==> config.mk <==
export PLATFORM = sky130hd
export DESIGN_NAME = regFile
export DESIGN_NICKNAME = d
export VERILOG_FILES = /design/src/rtl/rvPkg.sv /design/src/rtl/regFile.sv
export SDC_FILE = /design/constraint.sdc
export NUM_CORES = 2
export LEC_CHECK = 0
export BUFFER_PORTS_ARGS = -buffer_cell sky130_fd_sc_hd__buf_2
export CAP_MARGIN = 20
export CORE_UTILIZATION = 40
export CTS_BUF_LIST = sky130_fd_sc_hd__clkbuf_4
export DETAILED_ROUTE_END_ITERATION = 7
export PLACE_DENSITY_LB_ADDON = 0.15
export REMOVE_ABC_BUFFERS = 1
export SLEW_MARGIN = 10
export SYNTH_ARGS = -nofsm -noshare
export SYNTH_HDL_FRONTEND = slang
export SYNTH_SLANG_ARGS = --single-unit
==> constraint.sdc <==
create_clock -name clk -period 40.7 [get_ports clk]
set_clock_uncertainty 0.2 [all_clocks]
set_input_delay 8.14 -clock clk [delete_from_list [all_inputs] [get_ports clk]]
set_output_delay 8.14 -clock clk [all_outputs]
set_load 0.02 [all_outputs]
==> src/rtl/rvPkg.sv <==
package rvPkg;

	localparam int XLEN = 32; // data and instruction width
	localparam int REG_NUM_W = 5;
	localparam int MEM_WORDS = 1024;
	localparam int MEM_ADDR_W = $clog2(MEM_WORDS); // word index

	// major opcodes handled by the core
	typedef enum logic [6:0]
	{
		OPC_OP     = 7'b0110011,
		OPC_OP_IMM = 7'b0010011,
		OPC_LOAD   = 7'b0000011,
		OPC_STORE  = 7'b0100011,
		OPC_LUI    = 7'b0110111
	} opcode_t;

	typedef enum logic [3:0]
	{
		ALU_ADD,
		ALU_SUB,
		ALU_SLL,
		ALU_SLT, // signed
		ALU_SLTU,
		ALU_XOR,
		ALU_SRL,
		ALU_SRA, // arithmetic
		ALU_OR,
		ALU_AND
	} aluOp_t;

	// execution class carried from decode into execute
	typedef enum logic [1:0]
	{
		EX_IDLE,
		EX_REG_WRITE,
		EX_MEM_READ_REG_WRITE,
		EX_MEM_WRITE
	} execKind_t;

endpackage

==> src/rtl/regFile.sv <==
module regFile (
	input  logic                          clk,
	input  logic                          reset,
	input  logic [rvPkg::REG_NUM_W-1:0]   rs1_i,
	input  logic [rvPkg::REG_NUM_W-1:0]   rs2_i,
	output logic [rvPkg::XLEN-1:0]        rs1Data_o,
	output logic [rvPkg::XLEN-1:0]        rs2Data_o,
	input  logic                          writeEn_i,
	input  logic [rvPkg::REG_NUM_W-1:0]   writeNum_i,
	input  logic [rvPkg::XLEN-1:0]        writeData_i,
	input  logic [rvPkg::REG_NUM_W-1:0]   watchNum_i,
	output logic [rvPkg::XLEN-1:0]        watchData_o
);

	localparam int NUM_REGS = 1 << rvPkg::REG_NUM_W;

	logic [rvPkg::XLEN-1:0] regs [NUM_REGS];

	always_ff @(posedge clk or posedge reset)
	begin
		if (reset)
		begin
			for (int i = 0; i < NUM_REGS; i++)
				regs[i] <= '0;
		end
		else if (writeEn_i)
			regs[writeNum_i] <= writeData_i; // x0 never arrives
	end

	assign rs1Data_o = regs[rs1_i];
	assign rs2Data_o = regs[rs2_i];
	assign watchData_o = regs[watchNum_i]; // debug view

	noWriteToZero: assert property (@(posedge clk) disable iff (reset)
		writeEn_i |-> writeNum_i != '0)
		else $error("register zero written");

endmodule

---- Word-level counts from Yosys, hierarchy flattened ----
Cells that the tools add are included.
Widths: inputs -> output; s select.
storage, ports and cells
  output and inout bits ................... 96
  register bits ........................... 1024
  logic and storage cells ................. 54
cells by class
  reduce and logical (&&, ||, !) cells .... 1
  magnitude comparators ................... 5
  bitwise logic cells ..................... 4
  mux-type cells .......................... 12
operators with widths
  cell                number
  $bwmux 1024         1
  $bmux 32 s5         3
  $mux 32             7
  $demux 32 s5        1
  $ge 6x6->1 const B  4
  $not 5->6           4
  $lt 6x1->1 const B  1
  $logic_and 1x1->1   1

---- Depth between registers and ports, before layout ----
  depth in word-level cells ............... 6
  mapped depth ............................ 8

---- Worst setup path before layout ----
OpenSTA, ideal clock, no wires.
  kind .................................... in2out
  from .................................... input rs2_i[1] (netlist bit)
  to ...................................... output rs2Data_o[10] (netlist bit)
  stages on the path ...................... 8
  data arrival time ....................... 9.456 ns
  setup slack ............................. 22.904 ns
  path through ............................ buf_2 buf_4 buf_2 buf_2 mux2i_1 nand2_1 a31oi_1 nand3_1
between the ends
  longest elaborated chain between the ends .. 4
RTL lines
  what                                         RTL line       RTL
  start: declaration                           regFile.sv:5   input logic [rvPkg::REG_NUM_W-1:0] rs2_i,
  $not 5->6 (not written as such)              regFile.sv:31  assign rs2Data_o = regs[rs2_i];
  $bmux 32 s5                                  regFile.sv:31
  $mux 32 (not written as such) (2 in series)  regFile.sv:31
  end: declaration                             regFile.sv:7   output logic [rvPkg::XLEN-1:0] rs2Data_o,
No other way between the ends. The select of a mux whose other input is x is not followed.

---- Worst setup path after layout ----
  from .................................... input watchNum_i[1] (netlist bit)
  to ...................................... output watchData_o[5] (netlist bit)
between the ends
  longest elaborated chain between the ends .. 4
RTL lines
  what                                         RTL line       RTL
  start: declaration                           regFile.sv:11  input logic [rvPkg::REG_NUM_W-1:0] watchNum_i,
  $not 5->6 (not written as such)              regFile.sv:32  assign watchData_o = regs[watchNum_i];
  $bmux 32 s5                                  regFile.sv:32
  $mux 32 (not written as such) (2 in series)  regFile.sv:32
  end: declaration                             regFile.sv:12  output logic [rvPkg::XLEN-1:0] watchData_o
No other way between the ends. The select of a mux whose other input is x is not followed.

==> results.txt <==
Die Width -> 405 um
die area -> 164000 sq um
share of cells above drive strength 1 -> 0.296
Routed Antenna Nets -> 0
worst skew pair latency -> 1.28 ns
fin crit share -> 0.516
worst-margin pin slew -> 1.17 ns
Post-CTS Setup Inserts -> 0
I/O pin count -> 151
Worst Path Max Fanout -> 69
largest net degree at the start of global routing -> 129
max FFs per register -> 1024
CP Class -> in2out
cell depth of the worst flop-to-flop path -> 1
Resize count post-CTS -> 0
multiplexer share of the synthesized area -> 0.414
max-cap viol count -> 0
maximum VDD drop -> 0.0333 mV
DRC -> 0
compound-cell area share of the yosys netlist -> 0.0905
leading registers by flop count -> regs (1024)
Row Count -> 147
origin of the critical flop-to-flop path -> regs[346]$_DFFE_PP0P_
CTS H-tree depth -> 5
placed instance count -> 7605
synthesized netlist cell count -> 5764
xor/xnor share of the synthesized area -> 0
CORE AREA -> 161000 sq um
port bufs -> 150
clock slew at reported path FFs -> 0.05 ns
WL/cell -> 29.6 um
final critical-path required period -> 21.00 ns
CTS tree -> built
Hold Fails Final Rpt -> 0
clock root buffer -> clkbuf_4
GRT Residual Overflow -> 0
Placer Congestion -> 0.795
synthesized area per cell -> 11.3 sq um
Hold EP -> regs[372]$_DFFE_PP0P_
routed vias -> 50500
RSZ-0062 raised after global routing -> no
most common cell after layout, fill and taps aside -> mux2i_1
Leak -> 33.5 nW
Max transition margin -> 0.217
first-pass GRT wire length -> 351000 um
Final #Nets -> 5820
worst flop-to-flop path endpoint -> regs[346]$_DFFE_PP0P_
pwr/cell area -> 45.3 nW/um^2
hold_sp -> regs[372]$_DFFE_PP0P_
outcome -> finished, final reports clean
CTS buffer count -> 315
Synth Area in Adders -> 0
Worst setup SP type -> input pin
Synthesis Warnings -> 0
Mapped Area -> 65000 sq um
reg-to-reg setup timing slack -> 39.67 ns
antenna violations before repair -> 7
Synth-to-Final Area Change -> 8.09%
commonest non-fill, non-tap cells in the layout -> mux2i_1, dfrtp_1, mux2_2
fmax -> 47.6 MHz
post-synthesis simple-gate area fraction -> 0.0540
DP HPWL -> 121000 um
Largest Register -> regs
DRT Pass-1 Iters -> 5
Yosys cell types -> 29
Hold Buf Count CTS -> 0
setup tns final -> 0 ns
post-route insts no fill -> 8141
vias in the first global route -> 50400
post-DR vias/cell -> 6.21
Worst Setup End Kind -> output pin
Post-Route WL -> 241000 um
GRT Resource Usage Total -> 0.289
hold depth -> 1
CTS sink cnt -> 1024
Max Transition Viols Final -> 0
CP Data Required Time -> 32.36 ns
Min-Delay Path Class -> reg2reg
Final setup viols -> 0
Seq/Total Area, Yosys -> 0.394
Chip Height -> 405 um
Iter 0 DRT Violations -> 4558
largest family of logic cells by synthesized area -> multiplexers
Worst EP arrival -> 12.66 ns
Initial Util -> 0.404
worst-case clock buffer depth -> 4
FF+latch count, synth -> 1024
[layer usage]
| metal | global-route usage | share of wire |
|---|---|---|
| met3 | 0.0603 | 0.074 |
| met5 | 0 | 0.000054 |
| met4 | 0.100 | 0.030 |
| met2 | 0.435 | 0.44 |
| met1 | 0.407 | 0.46 |
[kinds of logic (layout without fill, tap and decap cells)]
kind of cell	count (synthesis)	in the layout
compound gates	864	864
buf+inv	571	777
flops	1024	1024
mux	2560	2560
other cells	0	11
simple gates	745	745
[where the power goes]
part	switching, mW	internal (mW)
Sequential	0.204	1.22
Combinational	0.382	0.375
Clock	0.481	0.520
Total	1.07	2.11
[worst max path at each step]
| stage | from | endpoint | cells past startpoint |
|---|---|---|---|
| finish | watchNum_i[1] | watchData_o[5] | 10 |
| global route | watchNum_i[1] | watchData_o[5] | 10 |
| CTS | rs1_i[1] | rs1Data_o[3] | 10 |
| detailed placement | rs1_i[1] | rs1Data_o[3] | 10 |
| global placement | rs1_i[1] | rs1Data_o[3] | 10 |
| floorplan | reset | regs[0]$_DFFE_PP0P_ | 1 |
[stage by stage]
step	util	total power, mW	area, sq um	worst slack (ns)	hold WS, ns
floorplan	-	1.93	61900	3.54	0.301
global placement	0.413	2.16	66400	19.83	0.314
detailed placement	0.413	2.18	66400	19.78	0.321
CTS	0.436	3.19	70200	19.78	0.336
global route	0.437	3.35	70300	19.52	0.353
finish	0.437	3.18	70300	19.70	0.336
[synthesized netlist by cell type]
master	instances	area, sq um
a21oi_1	288	1440
a22o_1	192	1680
a22oi_1	288	2160
a31oi_1	96	601
and2_1	3	18.8
and3_1	1	6.26
and3b_1	1	8.76
buf_1	41	154
buf_2	146	731
buf_4	90	676
buf_6	55	619
clkbuf_1	238	893
dfrtp_1	1024	25600
inv_1	1	3.75
mux2_1	37	417
mux2_2	987	11100
mux2i_1	1536	15400
nand2_1	308	1160
nand2b_1	6	37.5
nand3_1	290	1450
nand3b_1	4	30.0
nor2_1	4	15.0
nor2_4	16	180
nor2b_1	6	37.5
nor3_1	97	485
nor3b_1	1	7.51
nor3b_2	3	37.5
or2_2	4	25.0
or3b_4	1	11.3
[critical path: stages]
cell and delay, ns:
buf_8 0.54, buf_4 0.75, buf_4 0.82, buf_4 0.91, mux2i_1 0.27, a22o_1 0.16, nor3_1 0.05, a31oi_1 0.38
nand3_1 0.22, buf_2 0.22
[cell type report]
type	instances	area, sq um
antenna	11	27.5
clock buffer	455	3420
clock inverter	67	309
fill	15400	90700
inverter	1	11.3
multi-input combinational	4169	36500
sequential	1024	25600
tap	2160	2700
timing repair buffer	254	1690
No activity file was read; power rests on OpenSTA's default activity.
