### src/rtl/rvPkg.sv
package rvPkg;

	localparam int XLEN = 32; // data and instruction width
	localparam int REG_NUM_W = 5;
	localparam int MEM_WORDS = 1024;
	localparam int MEM_ADDR_W = $clog2(MEM_WORDS); // word index

	// major opcodes handled by the core
	typedef enum logic [6:0]
	{
		OPC_OP     = 7'b0110011,
		OPC_OP_IMM = 7'b0010011,
		OPC_LOAD   = 7'b0000011,
		OPC_STORE  = 7'b0100011,
		OPC_LUI    = 7'b0110111
	} opcode_t;

	typedef enum logic [3:0]
	{
		ALU_ADD,
		ALU_SUB,
		ALU_SLL,
		ALU_SLT, // signed
		ALU_SLTU,
		ALU_XOR,
		ALU_SRL,
		ALU_SRA, // arithmetic
		ALU_OR,
		ALU_AND
	} aluOp_t;

	// execution class carried from decode into execute
	typedef enum logic [1:0]
	{
		EX_IDLE,
		EX_REG_WRITE,
		EX_MEM_READ_REG_WRITE,
		EX_MEM_WRITE
	} execKind_t;

endpackage

### src/rtl/instrDecoder.sv
module instrDecoder (
	input  logic                          clk,
	input  logic                          reset,
	input  logic                          instrValid_i,
	input  logic [rvPkg::XLEN-1:0]        instr_i,
	output rvPkg::execKind_t              kind_o,
	output rvPkg::aluOp_t                 aluOp_o,
	output logic [rvPkg::REG_NUM_W-1:0]   rs1_o,
	output logic [rvPkg::REG_NUM_W-1:0]   rs2_o,
	output logic [rvPkg::REG_NUM_W-1:0]   rd_o,
	output logic [rvPkg::XLEN-1:0]        imm_o,
	output logic                          useImm_o
);

	rvPkg::opcode_t                opcode;
	logic [2:0]                    funct3;
	logic [rvPkg::REG_NUM_W-1:0]   rd;
	logic [rvPkg::XLEN-1:0]        immI, immS, immU;
	rvPkg::execKind_t              kindNext;
	rvPkg::aluOp_t                 aluOpNext;
	logic [rvPkg::REG_NUM_W-1:0]   rs1Next;
	logic [rvPkg::XLEN-1:0]        immNext;
	logic                          useImmNext;
	logic                          writesReg;

	function automatic rvPkg::aluOp_t mapAluOp(input logic [2:0] f3, input logic alt);
		rvPkg::aluOp_t op;
		case (f3)
			3'd0: op = alt ? rvPkg::ALU_SUB : rvPkg::ALU_ADD;
			3'd1: op = rvPkg::ALU_SLL;
			3'd2: op = rvPkg::ALU_SLT;
			3'd3: op = rvPkg::ALU_SLTU;
			3'd4: op = rvPkg::ALU_XOR;
			3'd5: op = alt ? rvPkg::ALU_SRA : rvPkg::ALU_SRL;
			3'd6: op = rvPkg::ALU_OR;
			default: op = rvPkg::ALU_AND;
		endcase
		return op;
	endfunction

	assign opcode = rvPkg::opcode_t'(instr_i[6:0]);
	assign funct3 = instr_i[14:12];
	assign rd = instr_i[11:7];
	assign immI = {{(rvPkg::XLEN-12){instr_i[31]}}, instr_i[31:20]};
	assign immS = {{(rvPkg::XLEN-12){instr_i[31]}}, instr_i[31:25], instr_i[11:7]};
	assign immU = {instr_i[31:12], 12'b0};

	always_comb
	begin
		kindNext = rvPkg::EX_IDLE;
		aluOpNext = rvPkg::ALU_ADD;
		rs1Next = instr_i[19:15];
		immNext = immI;
		useImmNext = 1'b1;
		case (opcode)
			rvPkg::OPC_OP:
			begin
				kindNext = rvPkg::EX_REG_WRITE;
				aluOpNext = mapAluOp(funct3, instr_i[30]);
				useImmNext = 1'b0;
			end
			rvPkg::OPC_OP_IMM:
			begin
				kindNext = rvPkg::EX_REG_WRITE;
				aluOpNext = mapAluOp(funct3, funct3 == 3'd5 && instr_i[30]); // only srai
			end
			rvPkg::OPC_LOAD: kindNext = rvPkg::EX_MEM_READ_REG_WRITE;
			rvPkg::OPC_STORE:
			begin
				kindNext = rvPkg::EX_MEM_WRITE;
				immNext = immS;
			end
			rvPkg::OPC_LUI:
			begin
				kindNext = rvPkg::EX_REG_WRITE;
				rs1Next = '0; // x0 + imm
				immNext = immU;
			end
			default: kindNext = rvPkg::EX_IDLE;
		endcase
		writesReg = kindNext == rvPkg::EX_REG_WRITE || kindNext == rvPkg::EX_MEM_READ_REG_WRITE;
		if (!instrValid_i || (writesReg && rd == '0))
			kindNext = rvPkg::EX_IDLE; // x0 writes are dropped here
	end

	always_ff @(posedge clk or posedge reset)
	begin
		if (reset)
			kind_o <= rvPkg::EX_IDLE;
		else
			kind_o <= kindNext;
	end

	always_ff @(posedge clk)
	begin
		aluOp_o <= aluOpNext;
		rs1_o <= rs1Next;
		rs2_o <= instr_i[24:20];
		rd_o <= rd;
		imm_o <= immNext;
		useImm_o <= useImmNext;
	end

	validFollowsStrobe: assert property (@(posedge clk) disable iff (reset)
		kind_o != rvPkg::EX_IDLE |-> $past(instrValid_i))
		else $error("execute class set without an instruction strobe");

endmodule

### config.mk
export PLATFORM = sky130hd
export DESIGN_NAME = instrDecoder
export DESIGN_NICKNAME = d
export VERILOG_FILES = /design/src/rtl/rvPkg.sv /design/src/rtl/instrDecoder.sv
export SDC_FILE = /design/constraint.sdc
export NUM_CORES = 1
export LEC_CHECK = 0
export BUFFER_PORTS_ARGS = -buffer_cell sky130_fd_sc_hd__buf_4
export CORE_ASPECT_RATIO = 1.1
export CORE_MARGIN = 3
export CORE_UTILIZATION = 32
export DETAILED_ROUTE_END_ITERATION = 10
export GPL_TIMING_DRIVEN = 0
export SLEW_MARGIN = 10
export SYNTH_ARGS = -nofsm -noshare
export SYNTH_HDL_FRONTEND = slang
export SYNTH_SLANG_ARGS = --single-unit
### constraint.sdc
create_clock -name clk -period 0.8 [get_ports clk]
set_input_delay 0 -clock clk [delete_from_list [all_inputs] [get_ports clk]]
set_output_delay 0 -clock clk [all_outputs]
set_load 0.01 [all_outputs]
; Yosys cells after proc, flatten, opt, wreduce, memory -nomap -nowiden
; Cells that the tools add are included.
[word_totals]
ff_bits = 54
inputBits = 35
out_inout_bits = 54
elab_cells = 39
[classes]
eq_ne = 13
n_mux = 11
n_reduce_logical = 8
[op_table]
columns = operator, count
row1 = case mux 31 bit (2 select lines), 1
row2 = case mux 4 bit (7 select lines), 2
row3 = == test 7 x 6 -> 1 bit (second input constant), 3
row4 = == test 3 bit (second input constant), 3
row5 = case mux 4 bit (2 select lines), 1
row6 = == test 7 x 2 -> 1 bit (second input constant), 1
row7 = == test 7 x 5 -> 1 bit (second input constant), 1
row8 = == test 3 x 2 -> 1 bit (second input constant), 2
row9 = case mux 2 bit (3 select lines), 1
row10 = zero test 5 bit, 1
row11 = 2-to-1 mux 1 bit, 5
row12 = == test 3 x 1 -> 1 bit (second input constant), 1
row13 = zero test 3 bit, 1
row14 = OR reduction 3 bit, 1
row15 = == test 2 x 1 -> 1 bit (second input constant), 1
row16 = == test 2 bit (second input constant), 1
row17 = logical AND 1 bit, 2
row18 = logical OR 1 bit, 2
row19 = 2-to-1 mux 2 bit, 1
row20 = zero test 1 bit, 1

; Logic depth before layout (Yosys ltp)
[logic_depth]
depth_word = 8
ltp_mapped = 5
ltp_nobuf = 3

; Least setup slack after synthesis
; No wires, ideal clock.
[synth_path]
path_kind = input port to flip-flop
from = in instr_i[6] in the netlist's numbering
to = reg imm_o[12] in the netlist's numbering
t_arrival_ps = 821
required_ps = 686
slack_ps = -135
cell_stages = 5
n_path_buf = 2
path_cell_list = and4bb_1 buf_6 a41oi_4 buf_6 a21o_1
[synth_between]
elab_chain_len = 2
elab_cells_between_ends = 3
classes_between = eq/ne (2) / mux (1)
[synth_lines]
columns = item, line
row1 = start: declaration, instrDecoder.sv:5  ; input logic [rvPkg::XLEN-1:0] instr_i,
row2 = == test 7 x 6 -> 1 bit, instrDecoder.sv:55  ; case (opcode)
row3 = case mux 31 bit (2 select lines) (*), instrDecoder.sv:55
row4 = "net immNext, one bit", instrDecoder.sv:22  ; logic [rvPkg::XLEN-1:0] immNext;
row5 = end signal: assignment, instrDecoder.sv:100  ; imm_o <= immNext;
row6 = end: declaration, instrDecoder.sv:11  ; output logic [rvPkg::XLEN-1:0] imm_o,
; The timed path passes the listed nets; every way through them passes the cells marked *.
; A chain may end at the register's enable or synchronous reset.

; Worst setup path after layout
[layout_path]
from = in instr_i[6] in the netlist's numbering
to = reg imm_o[15] in the netlist's numbering
; Same word-level chain as after synthesis.

==> run metrics <==
synthesized net count 174; Initial Util 33.48%; gr ovfl total 0; fin. max-slew vios 0; Gate power share ~16%; placed insts 285; count leader, synth dfxtp_1; Top FF cell, synth dfxtp_1; multi-input logic area 529.3 µm²; Post-DP Area ~2400 µm²; DIE AREA 6213 µm²; top post-synthesis cells by count dfxtp_1, a21o_1, nor2b_1; setup tns final 0 ns; Max Buffers Root-to-Sink 2; Period Utilization, post-route 99.76%; Fin. Hold Viols 0; antenna violations before repair 0; top cell type by total area after synthesis dfxtp_1; WL final approximately 4.6 mm; WL/cell 14.10 µm; first-pass GRT wire length 6.969 mm; Synth cell types 28; Arr. time, crit path 1.00 ns; Core Box Area 5067 µm²; final antenna-violating net count 0; vias in the first global route 1436; pre-CTS setup slack -0.3458 ns; critical path endpoint category register; CTS root buf clkbuf_8; Layout Nets 302; switching share of power roughly 23%; CP bufs+invs 3; worst-path cell chain buf_6, and4bb_1, buf_6, a41oi_4, buf_6, a21o_1; Starting DRT DRC Count 39; final worst slack 0.001907 ns; fillers 466; RSZ-0062 raised after global routing true; P_leak ~1.4 nW; finished layout cell area 2888 µm²; critical path's slowest cell and4bb_1; slew margin rel. between 70% and 80%; Tmin final 0.7981 ns; sequential share of the synthesized area 64.31%; CP top delay family buffers and inverters; CTS tree yes; class of the worst hold path input pin to register; syn avg cell area 12.21 µm²; ant diodes 0; P_int 4.014 mW; Critical Path Most Common Cell buf_6; Least-Margin Pin Slew 0.3190 ns; Ports just under 90; WS Path Type input pin to register; largest net degree at the start of global routing 17; Routability Congestion 0.6480; clock sinks 54; Total GRT Usage between 10 and 15%; port bufs 88; cell row count 27; clk slew on worst S/H paths 0.10 ns; Synth area leaders dfxtp_1, a21o_1, nor2b_1, dfrtp_1, a41oi_1; Req. time, crit path 1.00 ns; fmax 1.253 GHz; H-tree levels 2; Syn. warnings 0; total CTS buffers 5; area delta synth->final 70.21%; Seq pwr share 54.8%; Final setup viols 0; share of the synthesized area in the top cell type about three fifths; max_cap viols 0; Via density 4.503; hpwl dp a little over 3 mm; DRC viols 0; CP peak stage delay 0.31 ns; crit start category input pin; fin cells 326; FFs w/ async S/R, synth under 10%; net switching power 1.203 mW; EDFF count, synth 0; Storage cell area 1091 µm²; first-pass iteration count of the detailed router 4; post-synthesis cell area between 1500 and 2000 µm²; status completed; layout cells sized above 1 41.79%; clock power share between 20% and 30%; Yosys reg bits 54; vias approximately 1500; chip height 82.37 µm; worst-path maximum fanout 10; peak supply drop 0.0007308 V; Die W roughly 75 µm; synthesized instance count around 140; Power Density 1807 nW/µm²
## placed cells by master, fill, tap and decap left out, drive strengths merged
cell,netlist,layout
and2,5,5
nor2b,12,12
or3,1,1
o2bb2ai,5,5
nor4,3,3
a41oi,6,6
dfxtp,52,52
a211oi,1,1
mux2i,1,1
inv,4,4
a21o,19,19
o21ai,2,2
nand2,4,4
clkbuf,1,8
clkinvlp,0,1
maj3,1,1
dlymetal6s4s,0,1
mux2,1,1
nand3,2,2
nor3,1,1
and4,1,1
nand2b,1,1
dlygate4sd3,0,28
and4bb,1,1
nor2,4,4
dfrtp,2,2
a211o,1,1
buf,8,99
clkinv,0,1
## path summary, 6_finish.rpt
path / start / to / slack (ns) / depth (start not counted)
min in group asynchronous: reset / kind_o[1] / 0.11 / 3
max in group asynchronous: reset / kind_o[0] / 0.59 / 3
setup / recovery: instr_i[6] / imm_o[15] / 0.002 / 6
hold / removal: instr_i[14] / aluOp_o[2] / 0.02 / 3
## flip-flops by register name, indices dropped and copies added (netlist names)
signal / count
useImm_o: 1
rd_o: 5
rs2_o: 5
kind_o: 2
rs1_o: 5
aluOp_o: 4
imm_o: 32
## area by class of cell
type	instances	share of cell area, %
Inverter	4	0.5199
Buffer	9	2.730
Clock buffer	6	2.860
Sequential cell	54	37.78
Clock inverter	2	0.4333
Timing Repair Buffer	121	34.84
Multi-Input combinational cell	72	18.33
Tap cell	58	2.513
## power groups by stage
stage	sequential, mW	clock (mW)	combinational [mW]
CTS	2.86	1.60	0.789
finish	2.86	1.55	0.806
detailed placement	2.92	0	0.672
global placement	2.92	0	0.670
global route	2.88	1.70	0.881
floorplan	3.00	0	0.186
## stage by stage
stage | hold WS [ns] | total power [mW] | util [%]
2_1_floorplan | -0.2588 | 3.184 | -
5_1_grt | 0.02920 | 5.455 | 56.99
4_1_cts | 0.001154 | 5.255 | 55.95
3_5_place_dp | -0.1366 | 3.596 | 48.05
3_3_place_gp | -0.1402 | 3.593 | 48.05
6_report | 0.02471 | 5.217 | 56.99
## layer usage
layer  vias up  global-route usage, %  wire length (µm)
li1        733                      -                 -
met1       679                  18.25              1857
met2        48                  25.39              2410
met3         8                  3.148               232
met4         0                  5.245                94
met5         -                      0                 0
## kinds of logic after synthesis
logic type               share of synthesized area [%]
flip-flops                                       64.31
AO/OA/AOI/OAI                                    16.74
AND/OR/NAND/NOR                                  12.02
multiplexers                                     1.254
adder cells (fa/ha/maj)                         0.5900
buffers and inverters                            5.088
## timing repair
action                                  in CTS  in global routing
hold endpoints to repair                    53                  0
pin swaps                                    0                  2
gates cloned                                 0                  1
resized for setup                            2                 10
setup buffers                                1                  2
endpoints found under the setup margin      19                 26
hold buffers                                29                  0
No activity file was read; power rests on OpenSTA's default activity.
