`config.mk`:
```
export PLATFORM = sky130hd
export DESIGN_NAME = execStage
export DESIGN_NICKNAME = d
export VERILOG_FILES = /design/src/rtl/rvPkg.sv /design/src/rtl/alu.sv /design/src/rtl/execStage.sv
export SDC_FILE = /design/constraint.sdc
export NUM_CORES = 1
export LEC_CHECK = 0
export ABC_AREA = 1
export BUFFER_PORTS_ARGS = -buffer_cell sky130_fd_sc_hd__buf_2
export CELL_PAD_IN_SITES_DETAIL_PLACEMENT = 1
export CELL_PAD_IN_SITES_GLOBAL_PLACEMENT = 1
export CORE_MARGIN = 1
export CORE_UTILIZATION = 39
export DETAILED_ROUTE_END_ITERATION = 8
export GPL_TIMING_DRIVEN = 0
export PLACE_DENSITY_LB_ADDON = 0.05
export SYNTH_ARGS = -nofsm -noshare
export SYNTH_HDL_FRONTEND = slang
export SYNTH_HIERARCHICAL = 1
export SYNTH_SLANG_ARGS = --single-unit
```
`constraint.sdc`:
```
create_clock -name clk -period 6.15 [get_ports clk]
set_input_delay 1.23 -clock clk [delete_from_list [all_inputs] [get_ports clk]]
set_output_delay 1.23 -clock clk [all_outputs]
set_load 0.01 [all_outputs]
```
`src/rtl/rvPkg.sv`:
```
package rvPkg;

	localparam int XLEN = 32; // data and instruction width
	localparam int REG_NUM_W = 5;
	localparam int MEM_WORDS = 1024;
	localparam int MEM_ADDR_W = $clog2(MEM_WORDS); // word index

	// major opcodes handled by the core
	typedef enum logic [6:0]
	{
		OPC_OP     = 7'b0110011,
		OPC_OP_IMM = 7'b0010011,
		OPC_LOAD   = 7'b0000011,
		OPC_STORE  = 7'b0100011,
		OPC_LUI    = 7'b0110111
	} opcode_t;

	typedef enum logic [3:0]
	{
		ALU_ADD,
		ALU_SUB,
		ALU_SLL,
		ALU_SLT, // signed
		ALU_SLTU,
		ALU_XOR,
		ALU_SRL,
		ALU_SRA, // arithmetic
		ALU_OR,
		ALU_AND
	} aluOp_t;

	// execution class carried from decode into execute
	typedef enum logic [1:0]
	{
		EX_IDLE,
		EX_REG_WRITE,
		EX_MEM_READ_REG_WRITE,
		EX_MEM_WRITE
	} execKind_t;

endpackage

```
`src/rtl/alu.sv`:
```
module alu (
	input  logic [rvPkg::XLEN-1:0]   a_i,
	input  logic [rvPkg::XLEN-1:0]   b_i,
	input  rvPkg::aluOp_t            op_i,
	output logic [rvPkg::XLEN-1:0]   result_o
);

	logic [4:0] shamt;

	assign shamt = b_i[4:0];

	always_comb
	begin
		case (op_i)
			rvPkg::ALU_ADD:  result_o = a_i + b_i;
			rvPkg::ALU_SUB:  result_o = a_i - b_i;
			rvPkg::ALU_SLL:  result_o = a_i << shamt;
			rvPkg::ALU_SLT:  result_o = {{(rvPkg::XLEN-1){1'b0}}, $signed(a_i) < $signed(b_i)};
			rvPkg::ALU_SLTU: result_o = {{(rvPkg::XLEN-1){1'b0}}, a_i < b_i};
			rvPkg::ALU_XOR:  result_o = a_i ^ b_i;
			rvPkg::ALU_SRL:  result_o = a_i >> shamt;
			rvPkg::ALU_SRA:  result_o = $signed(a_i) >>> shamt; // keeps sign
			rvPkg::ALU_OR:   result_o = a_i | b_i;
			rvPkg::ALU_AND:  result_o = a_i & b_i;
			default:         result_o = '0;
		endcase
	end

endmodule

```
`src/rtl/execStage.sv`:
```
module execStage (
	input  logic                          clk,
	input  logic                          reset,
	input  rvPkg::execKind_t              kind_i,
	input  rvPkg::aluOp_t                 aluOp_i,
	input  logic [rvPkg::REG_NUM_W-1:0]   rs1_i,
	input  logic [rvPkg::REG_NUM_W-1:0]   rs2_i,
	input  logic [rvPkg::REG_NUM_W-1:0]   rd_i,
	input  logic [rvPkg::XLEN-1:0]        imm_i,
	input  logic                          useImm_i,
	input  logic [rvPkg::XLEN-1:0]        rs1Data_i,
	input  logic [rvPkg::XLEN-1:0]        rs2Data_i,
	output logic [rvPkg::MEM_ADDR_W-1:0]  memAddr_o,
	output logic                          memWriteEn_o,
	output logic [rvPkg::XLEN-1:0]        memWriteData_o,
	input  logic [rvPkg::XLEN-1:0]        memReadData_i,
	output logic                          wbValid_o,
	output logic [rvPkg::REG_NUM_W-1:0]   wbNum_o,
	output logic [rvPkg::XLEN-1:0]        wbData_o
);

	logic [rvPkg::XLEN-1:0] rs1Val;
	logic [rvPkg::XLEN-1:0] rs2Val;
	logic [rvPkg::XLEN-1:0] aluB;
	logic [rvPkg::XLEN-1:0] aluResult;
	logic                   fwdRs1;
	logic                   fwdRs2;
	logic                   isLoad;
	logic                   writesReg;

	// the writeback stage is the only result not yet in the register file
	assign fwdRs1 = wbValid_o && wbNum_o == rs1_i;
	assign fwdRs2 = wbValid_o && wbNum_o == rs2_i;
	assign rs1Val = fwdRs1 ? wbData_o : rs1Data_i;
	assign rs2Val = fwdRs2 ? wbData_o : rs2Data_i;
	assign aluB = useImm_i ? imm_i : rs2Val;

	alu alu_inst (
		.a_i      (rs1Val),
		.b_i      (aluB),
		.op_i     (aluOp_i),
		.result_o (aluResult)
	);

	assign isLoad = kind_i == rvPkg::EX_MEM_READ_REG_WRITE;
	assign writesReg = kind_i == rvPkg::EX_REG_WRITE || isLoad;

	assign memAddr_o = aluResult[rvPkg::MEM_ADDR_W+1:2]; // word index
	assign memWriteEn_o = kind_i == rvPkg::EX_MEM_WRITE;
	assign memWriteData_o = rs2Val; // forwarded store data

	always_ff @(posedge clk or posedge reset)
	begin
		if (reset)
			wbValid_o <= 1'b0;
		else
			wbValid_o <= writesReg;
	end

	always_ff @(posedge clk)
	begin
		wbNum_o <= rd_i;
		wbData_o <= isLoad ? memReadData_i : aluResult;
	end

endmodule

```
==> After elaboration in Yosys (flattened, before gate mapping) <==
Cells that the tools add are included.
{ "word_totals": {"reg_bits": 38, "inputBits": 152, "output_inout_bits": 81, "wordCells": 36} }
{ "op_classes": {"mux": 5, "magnitude_cmp": 2, "n_eq_ne": 14, "bitwise_logic": 3, "reduce_logical": 4, "shift": 3, "n_addsub": 2} }
{ "ops": {"columns": ["cell", "n"], "rows": [
  ["32-bit one-hot mux with 10 select lines", 1],
  ["32-bit two-way mux", 4],
  ["32-bit less-than comparator", 2],
  ["32-bit adder", 1],
  ["32-bit bitwise AND", 1],
  ["32-bit OR", 1],
  ["32-bit by 5-bit << shifter with 32-bit output", 1],
  ["32-bit by 5-bit right shift with 32-bit output", 1],
  ["32-bit by 5-bit >>> shifter with 32-bit output", 1],
  ["32-bit subtractor", 1],
  ["32-bit bitwise XOR", 1],
  ["4-bit by 3-bit == test with 1-bit output (second input constant)", 4],
  ["5-bit == test", 2],
  ["4-bit by 2-bit == test with 1-bit output (second input constant)", 2],
  ["4-bit == test (second input constant)", 2],
  ["2-bit == test (second input constant)", 2],
  ["4-bit by 1-bit == test with 1-bit output (second input constant)", 1],
  ["4-bit logical NOT", 1],
  ["2-bit by 1-bit == test with 1-bit output (second input constant)", 1],
  ["1-bit logical AND", 2],
  ["1-bit logical OR", 1]
]} }

==> Logic depth before layout (Yosys ltp) <==
{ "depth": {"depth_word": 7, "mapped_depth": 28, "mapped_depth_nobuf": 25} }

==> By module <==
Netlist, hierarchy kept.
{ "by_module_without_submodules": {"columns": ["module", "area_per_inst_um2", "seq_area_each_um2", "instances", "cells_each"], "rows": [
  ["alu", 10088.4, 0.0, 1, 2076],
  ["execStage", 3374.5, 765.7, 1, 509]
]} }

==> Least setup slack after synthesis <==
Ideal clock, no wire load.
{ "synth_timing": {"path_type": "input port to output port", "from": "input port rs2_i[3] (netlist name)", "to": "output port memAddr_o[8] (netlist name)", "required_time_ns": 4.920, "slack_ns": 0.954, "n_path_buf": 4, "arrival_ns": 3.966, "stages": 23, "path_cell_list": "inv_1 > a21oi_1 > nand2_2 > nor2_8 > buf_12 > nand3_2 > nand3_1 > nand2_1 > clkbuf_1 > inv_1 > clkbuf_1 > buf_2 > ha_1 > nor2_1 > nand4_1 > nand3_1 > nand2_1 > nand2_1 > a21oi_1 > o21ai_0 > nand2_1 > nor2_1 > nand2_1"} }
{ "synth_via": {"elab_chain_cells": 6} }
{ "synth_lines": {"columns": ["element", "line_no", "text"], "rows": [
  ["start, declared", "execStage.sv:7", "input logic [rvPkg::REG_NUM_W-1:0] rs2_i,"],
  ["5-bit == test *", "execStage.sv:33", "assign fwdRs2 = wbValid_o && wbNum_o == rs2_i;"],
  ["1-bit logical AND *", "execStage.sv:33", null],
  ["32-bit two-way mux *", "execStage.sv:35", "assign rs2Val = fwdRs2 ? wbData_o : rs2Data_i;"],
  ["32-bit two-way mux *", "execStage.sv:36", "assign aluB = useImm_i ? imm_i : rs2Val;"],
  ["via aluB, one bit", "execStage.sv:24", "logic [rvPkg::XLEN-1:0] aluB;"],
  ["32-bit subtractor, or another cell as far along", "alu.sv:16", "rvPkg::ALU_SUB: result_o = a_i - b_i;"],
  ["32-bit one-hot mux with 10 select lines *", "alu.sv:14", "case (op_i)"],
  ["end, declared", "execStage.sv:13", "output logic [rvPkg::MEM_ADDR_W-1:0] memAddr_o,"]
]} }
The timed path passes the listed nets; every way through them passes the cells marked *.

==> Worst setup path after layout <==
{ "layout_timing": {"from": "input port rs2_i[3] (netlist name)", "to": "output port memAddr_o[9] (netlist name)"} }
The elaborated chain is that of the path after synthesis.

==> results.toml <==
[timing]
setup_viol_count_final = 0
drv_slew = 0
hold_viol_final = 0
fin_crit_sh_pct = 99.0
worst_pin_slew_ps = 865
hold_ws_ps = 726
maxSlewHeadroom_pct = 42.3
fin_crit_ps = 6090
tns_ps = 0
skew_ps = 8.86
max_freq_mhz = 164

[critical_path]
crit_top_cell = "nand2_1"
cp.required_ps = 4920
worstSetupPathType = "input port to primary output"
r2r_slack_ps = 1270
cp-start-kind = "input port"
crit_fanout = 18
worstPathCellList = "buf_2 > inv_1 > a21oi_1 > nand2_2 > nor2_8 > buf_12 > nand3_2 > nand3_1 > nand2_1 > clkbuf_4 > inv_6 > ha_1 > buf_4 > nor2_2 > nand2_1 > nor2_1 > nand3_1 > nand3_2 > nand2_1 > nand2_1 > o21ai_1 > inv_1 > nand4_1 > buf_2"
cp-end-kind = "primary output"
cp.arrival_ps = 4860
cpPeakStageDelay_ps = 270
worst_path_max_delay_cell = "ha_1"

[drt]
viasPerCell = 6.09
drt_first_pass_iters = 6
wl_per_cell_um = 25.7
totalWireLength_um = 84300
vias = 20000
drc = 0
drt_iter0_drc = 2124
drtAntennaViolNets = 0

[yosys]
postSynthCellCount = 2585
ys_async_sr_fraction_pct = 2.63
synth_fp_nets = 2840
seq_area_frac_synth_pct = 5.69
yosys_most_used_dff = "dfxtp_1"
synth-edff-count = 0
yosysUniqueCellTypes = 49
syn-cell-area_sq_um = 13500
synth_warnings = 6
ys_seq_elements = 38
avgSynthCellArea_sq_um = 5.21

[floorplanning]
die_w_um = 188
core-area_sq_um = 33800
die_area_sq_um = 35300
num_io_pins = 233
start_util_pct = 39.9
floorplan.rows = 67
die_h_um = 188

[cts]
cts.clk_slew.worst_paths_ps = 70
clkSinkCount = 38
numCtsBuffers = 5
clockBufferDepth = 2
clock_latency_ps = 330
cts_tree = "yes"
cts_root_buf = "clkbuf_16"
ctsHoldBuffers = 0
htreeDepth = 2

[worst_hold_path]
hp-class = "input port to asynchronous set/reset pin"

[placed_design]
routabilityCongestion = 1.08
dp_hpwl_um = 70600
io_buffers = 231

[power_and_ir_drop]
peakVddDrop_mv = 0.143
power_frac_comb_pct = 75.0
switchingPower_mw = 1.50
p_leak_nw = 8.90
swShare_pct = 60.5
seqPwrFrac_pct = 13.2
clkPwrFrac_pct = 11.9
power.density_nw_per_um2 = 158
p_int_mw = 0.979

[status]
outcome = "complete, no violations"

[grt]
antenna_found_initial = 6
grt_first_pass_wirelength_um = 123000
grt_use_total_pct = 46.7
grt_max_degree = 22
grt_pass1_vias = 19700
grt_overflow = 0

[layout]
nets = 3090
layout_commonest_cell = "nand2_1"
drive_gt1_share_pct = 17.2
final_cell_mix = "nand2_1 (864), nand3_1 (401), inv_1 (365)"
syn_to_final_growth_pct = 16.4
fillers = 5062

[job]
max-cap-violations = 0
final timing paths:
path	endpoint	depth (start not counted)	from
setup / recovery	memAddr_o[9]	24	rs2_i[3]
min in group clk	wbNum_o[2]$_DFF_P_	1	rd_i[2]
hold reg to reg	wbData_o[1]$_DFF_P_	8	wbData_o[1]$_DFF_P_
setup reg to reg	wbData_o[31]$_DFF_P_	26	wbNum_o[3]$_DFF_P_
max in group asynchronous	wbValid_o$_DFF_PP0_	2	reset
hold / removal	wbValid_o$_DFF_PP0_	2	reset
cell usage after synthesis (9+ instances only):
| library cell | count | area (sq um) |
|---|---|---|
| mux2_2 | 32 | 360 |
| ha_1 | 101 | 1260 |
| clkbuf_1 | 18 | 67.6 |
| o22ai_1 | 23 | 144 |
| o21bai_1 | 12 | 90.1 |
| buf_6 | 10 | 113 |
| o211ai_1 | 27 | 203 |
| and2_1 | 39 | 244 |
| inv_1 | 367 | 1380 |
| nand3_1 | 404 | 2020 |
| dfxtp_1 | 37 | 741 |
| buf_4 | 10 | 75.1 |
| o21ai_1 | 9 | 45.0 |
| nand4_1 | 65 | 407 |
| nor2_1 | 172 | 646 |
| a21oi_1 | 93 | 465 |
| nor3_1 | 18 | 90.1 |
| inv_2 | 16 | 60.1 |
| nand2_1 | 869 | 3260 |
| o21ai_0 | 78 | 390 |
| nand3_2 | 35 | 350 |
| buf_2 | 67 | 335 |
what timing repair did:
item / 4_1_cts / 5_1_grt
resized for setup: 32 / 24
setup buffers: 12 / 4
pin swaps: 5 / 6
setup endpoints to repair: 10 / 9
worst max-delay path: cells and delay by family:
| kind | cells | cell delay [ps] |
|---|---|---|
| compound gates | 2 | 260 |
| fa+ha+maj | 1 | 270 |
| buf+inv | 8 | 1380 |
| simple gates | 13 | 1680 |
state kept, by name (all words and copies together), names as in the netlist:
register,cells
wbData_o,32
wbNum_o,5
wbValid_o,1
cell families after synthesis:
| family | Yosys count | share of synthesized area, % |
|---|---|---|
| buffers and inverters | 504 | 15.9 |
| DFF | 38 | 5.69 |
| adders and majority gates | 103 | 9.68 |
| muxes | 33 | 2.75 |
| and+or+nand+nor | 1632 | 53.9 |
| xor gates and xnor gates | 4 | 0.260 |
| AOI/OAI and AO/OA | 271 | 11.8 |
power by group through the flow:
stage                     combinational, mW  clock, mW  sequential (mW)
final                                  1.86      0.294            0.327
after global routing                   1.97      0.302            0.328
after CTS                              1.76      0.295            0.324
after detailed placement               1.72          0            0.329
after global placement                 1.67          0            0.329
after floorplan                        1.04          0            0.327
per-stage QoR:
step | area (sq um) | setup slack (ps) | std cells | utilization (%) | power [mW]
CTS | 15600 | 0.119 | 3280 | 46.1 | 2.38
finish | 15700 | 63.7 | 3287 | 46.4 | 2.48
global placement | 15200 | -884 | 3264 | 44.9 | 2.00
floorplan | 13500 | 954 | 2585 | - | 1.37
detailed placement | 15200 | -909 | 3264 | 44.9 | 2.05
global route | 15700 | -17.5 | 3284 | 46.4 | 2.60
metal layers:
| layer | vias to the layer above | part of all wire, % | global-route usage [%] | wire, um |
|---|---|---|---|---|
| met4 | 2 | 7.2 | 30.9 | 6070 |
| met1 | 9514 | 40 | 57.8 | 33600 |
| met2 | 1341 | 41 | 70.6 | 34900 |
| met5 | - | 0.0095 | 0 | 8 |
| li1 | 8850 | - | - | - |
| met3 | 304 | 12 | 12.7 | 9750 |
area by class of cell:
type | instances | area (sq um) | area share (%)
Antenna cell | 3 | 7.51 | 0.0479
Buffer | 116 | 723 | 4.61
Clock buffer | 7 | 143 | 0.910
Clock inverter | 1 | 5.00 | 0.0319
Inverter | 384 | 1460 | 9.32
Multi-Input combinational cell | 2043 | 10700 | 68.2
Sequential cell | 38 | 766 | 4.88
Tap cell | 448 | 561 | 3.58
Timing Repair Buffer | 247 | 1330 | 8.46
Power figures use the tool's default switching activity.
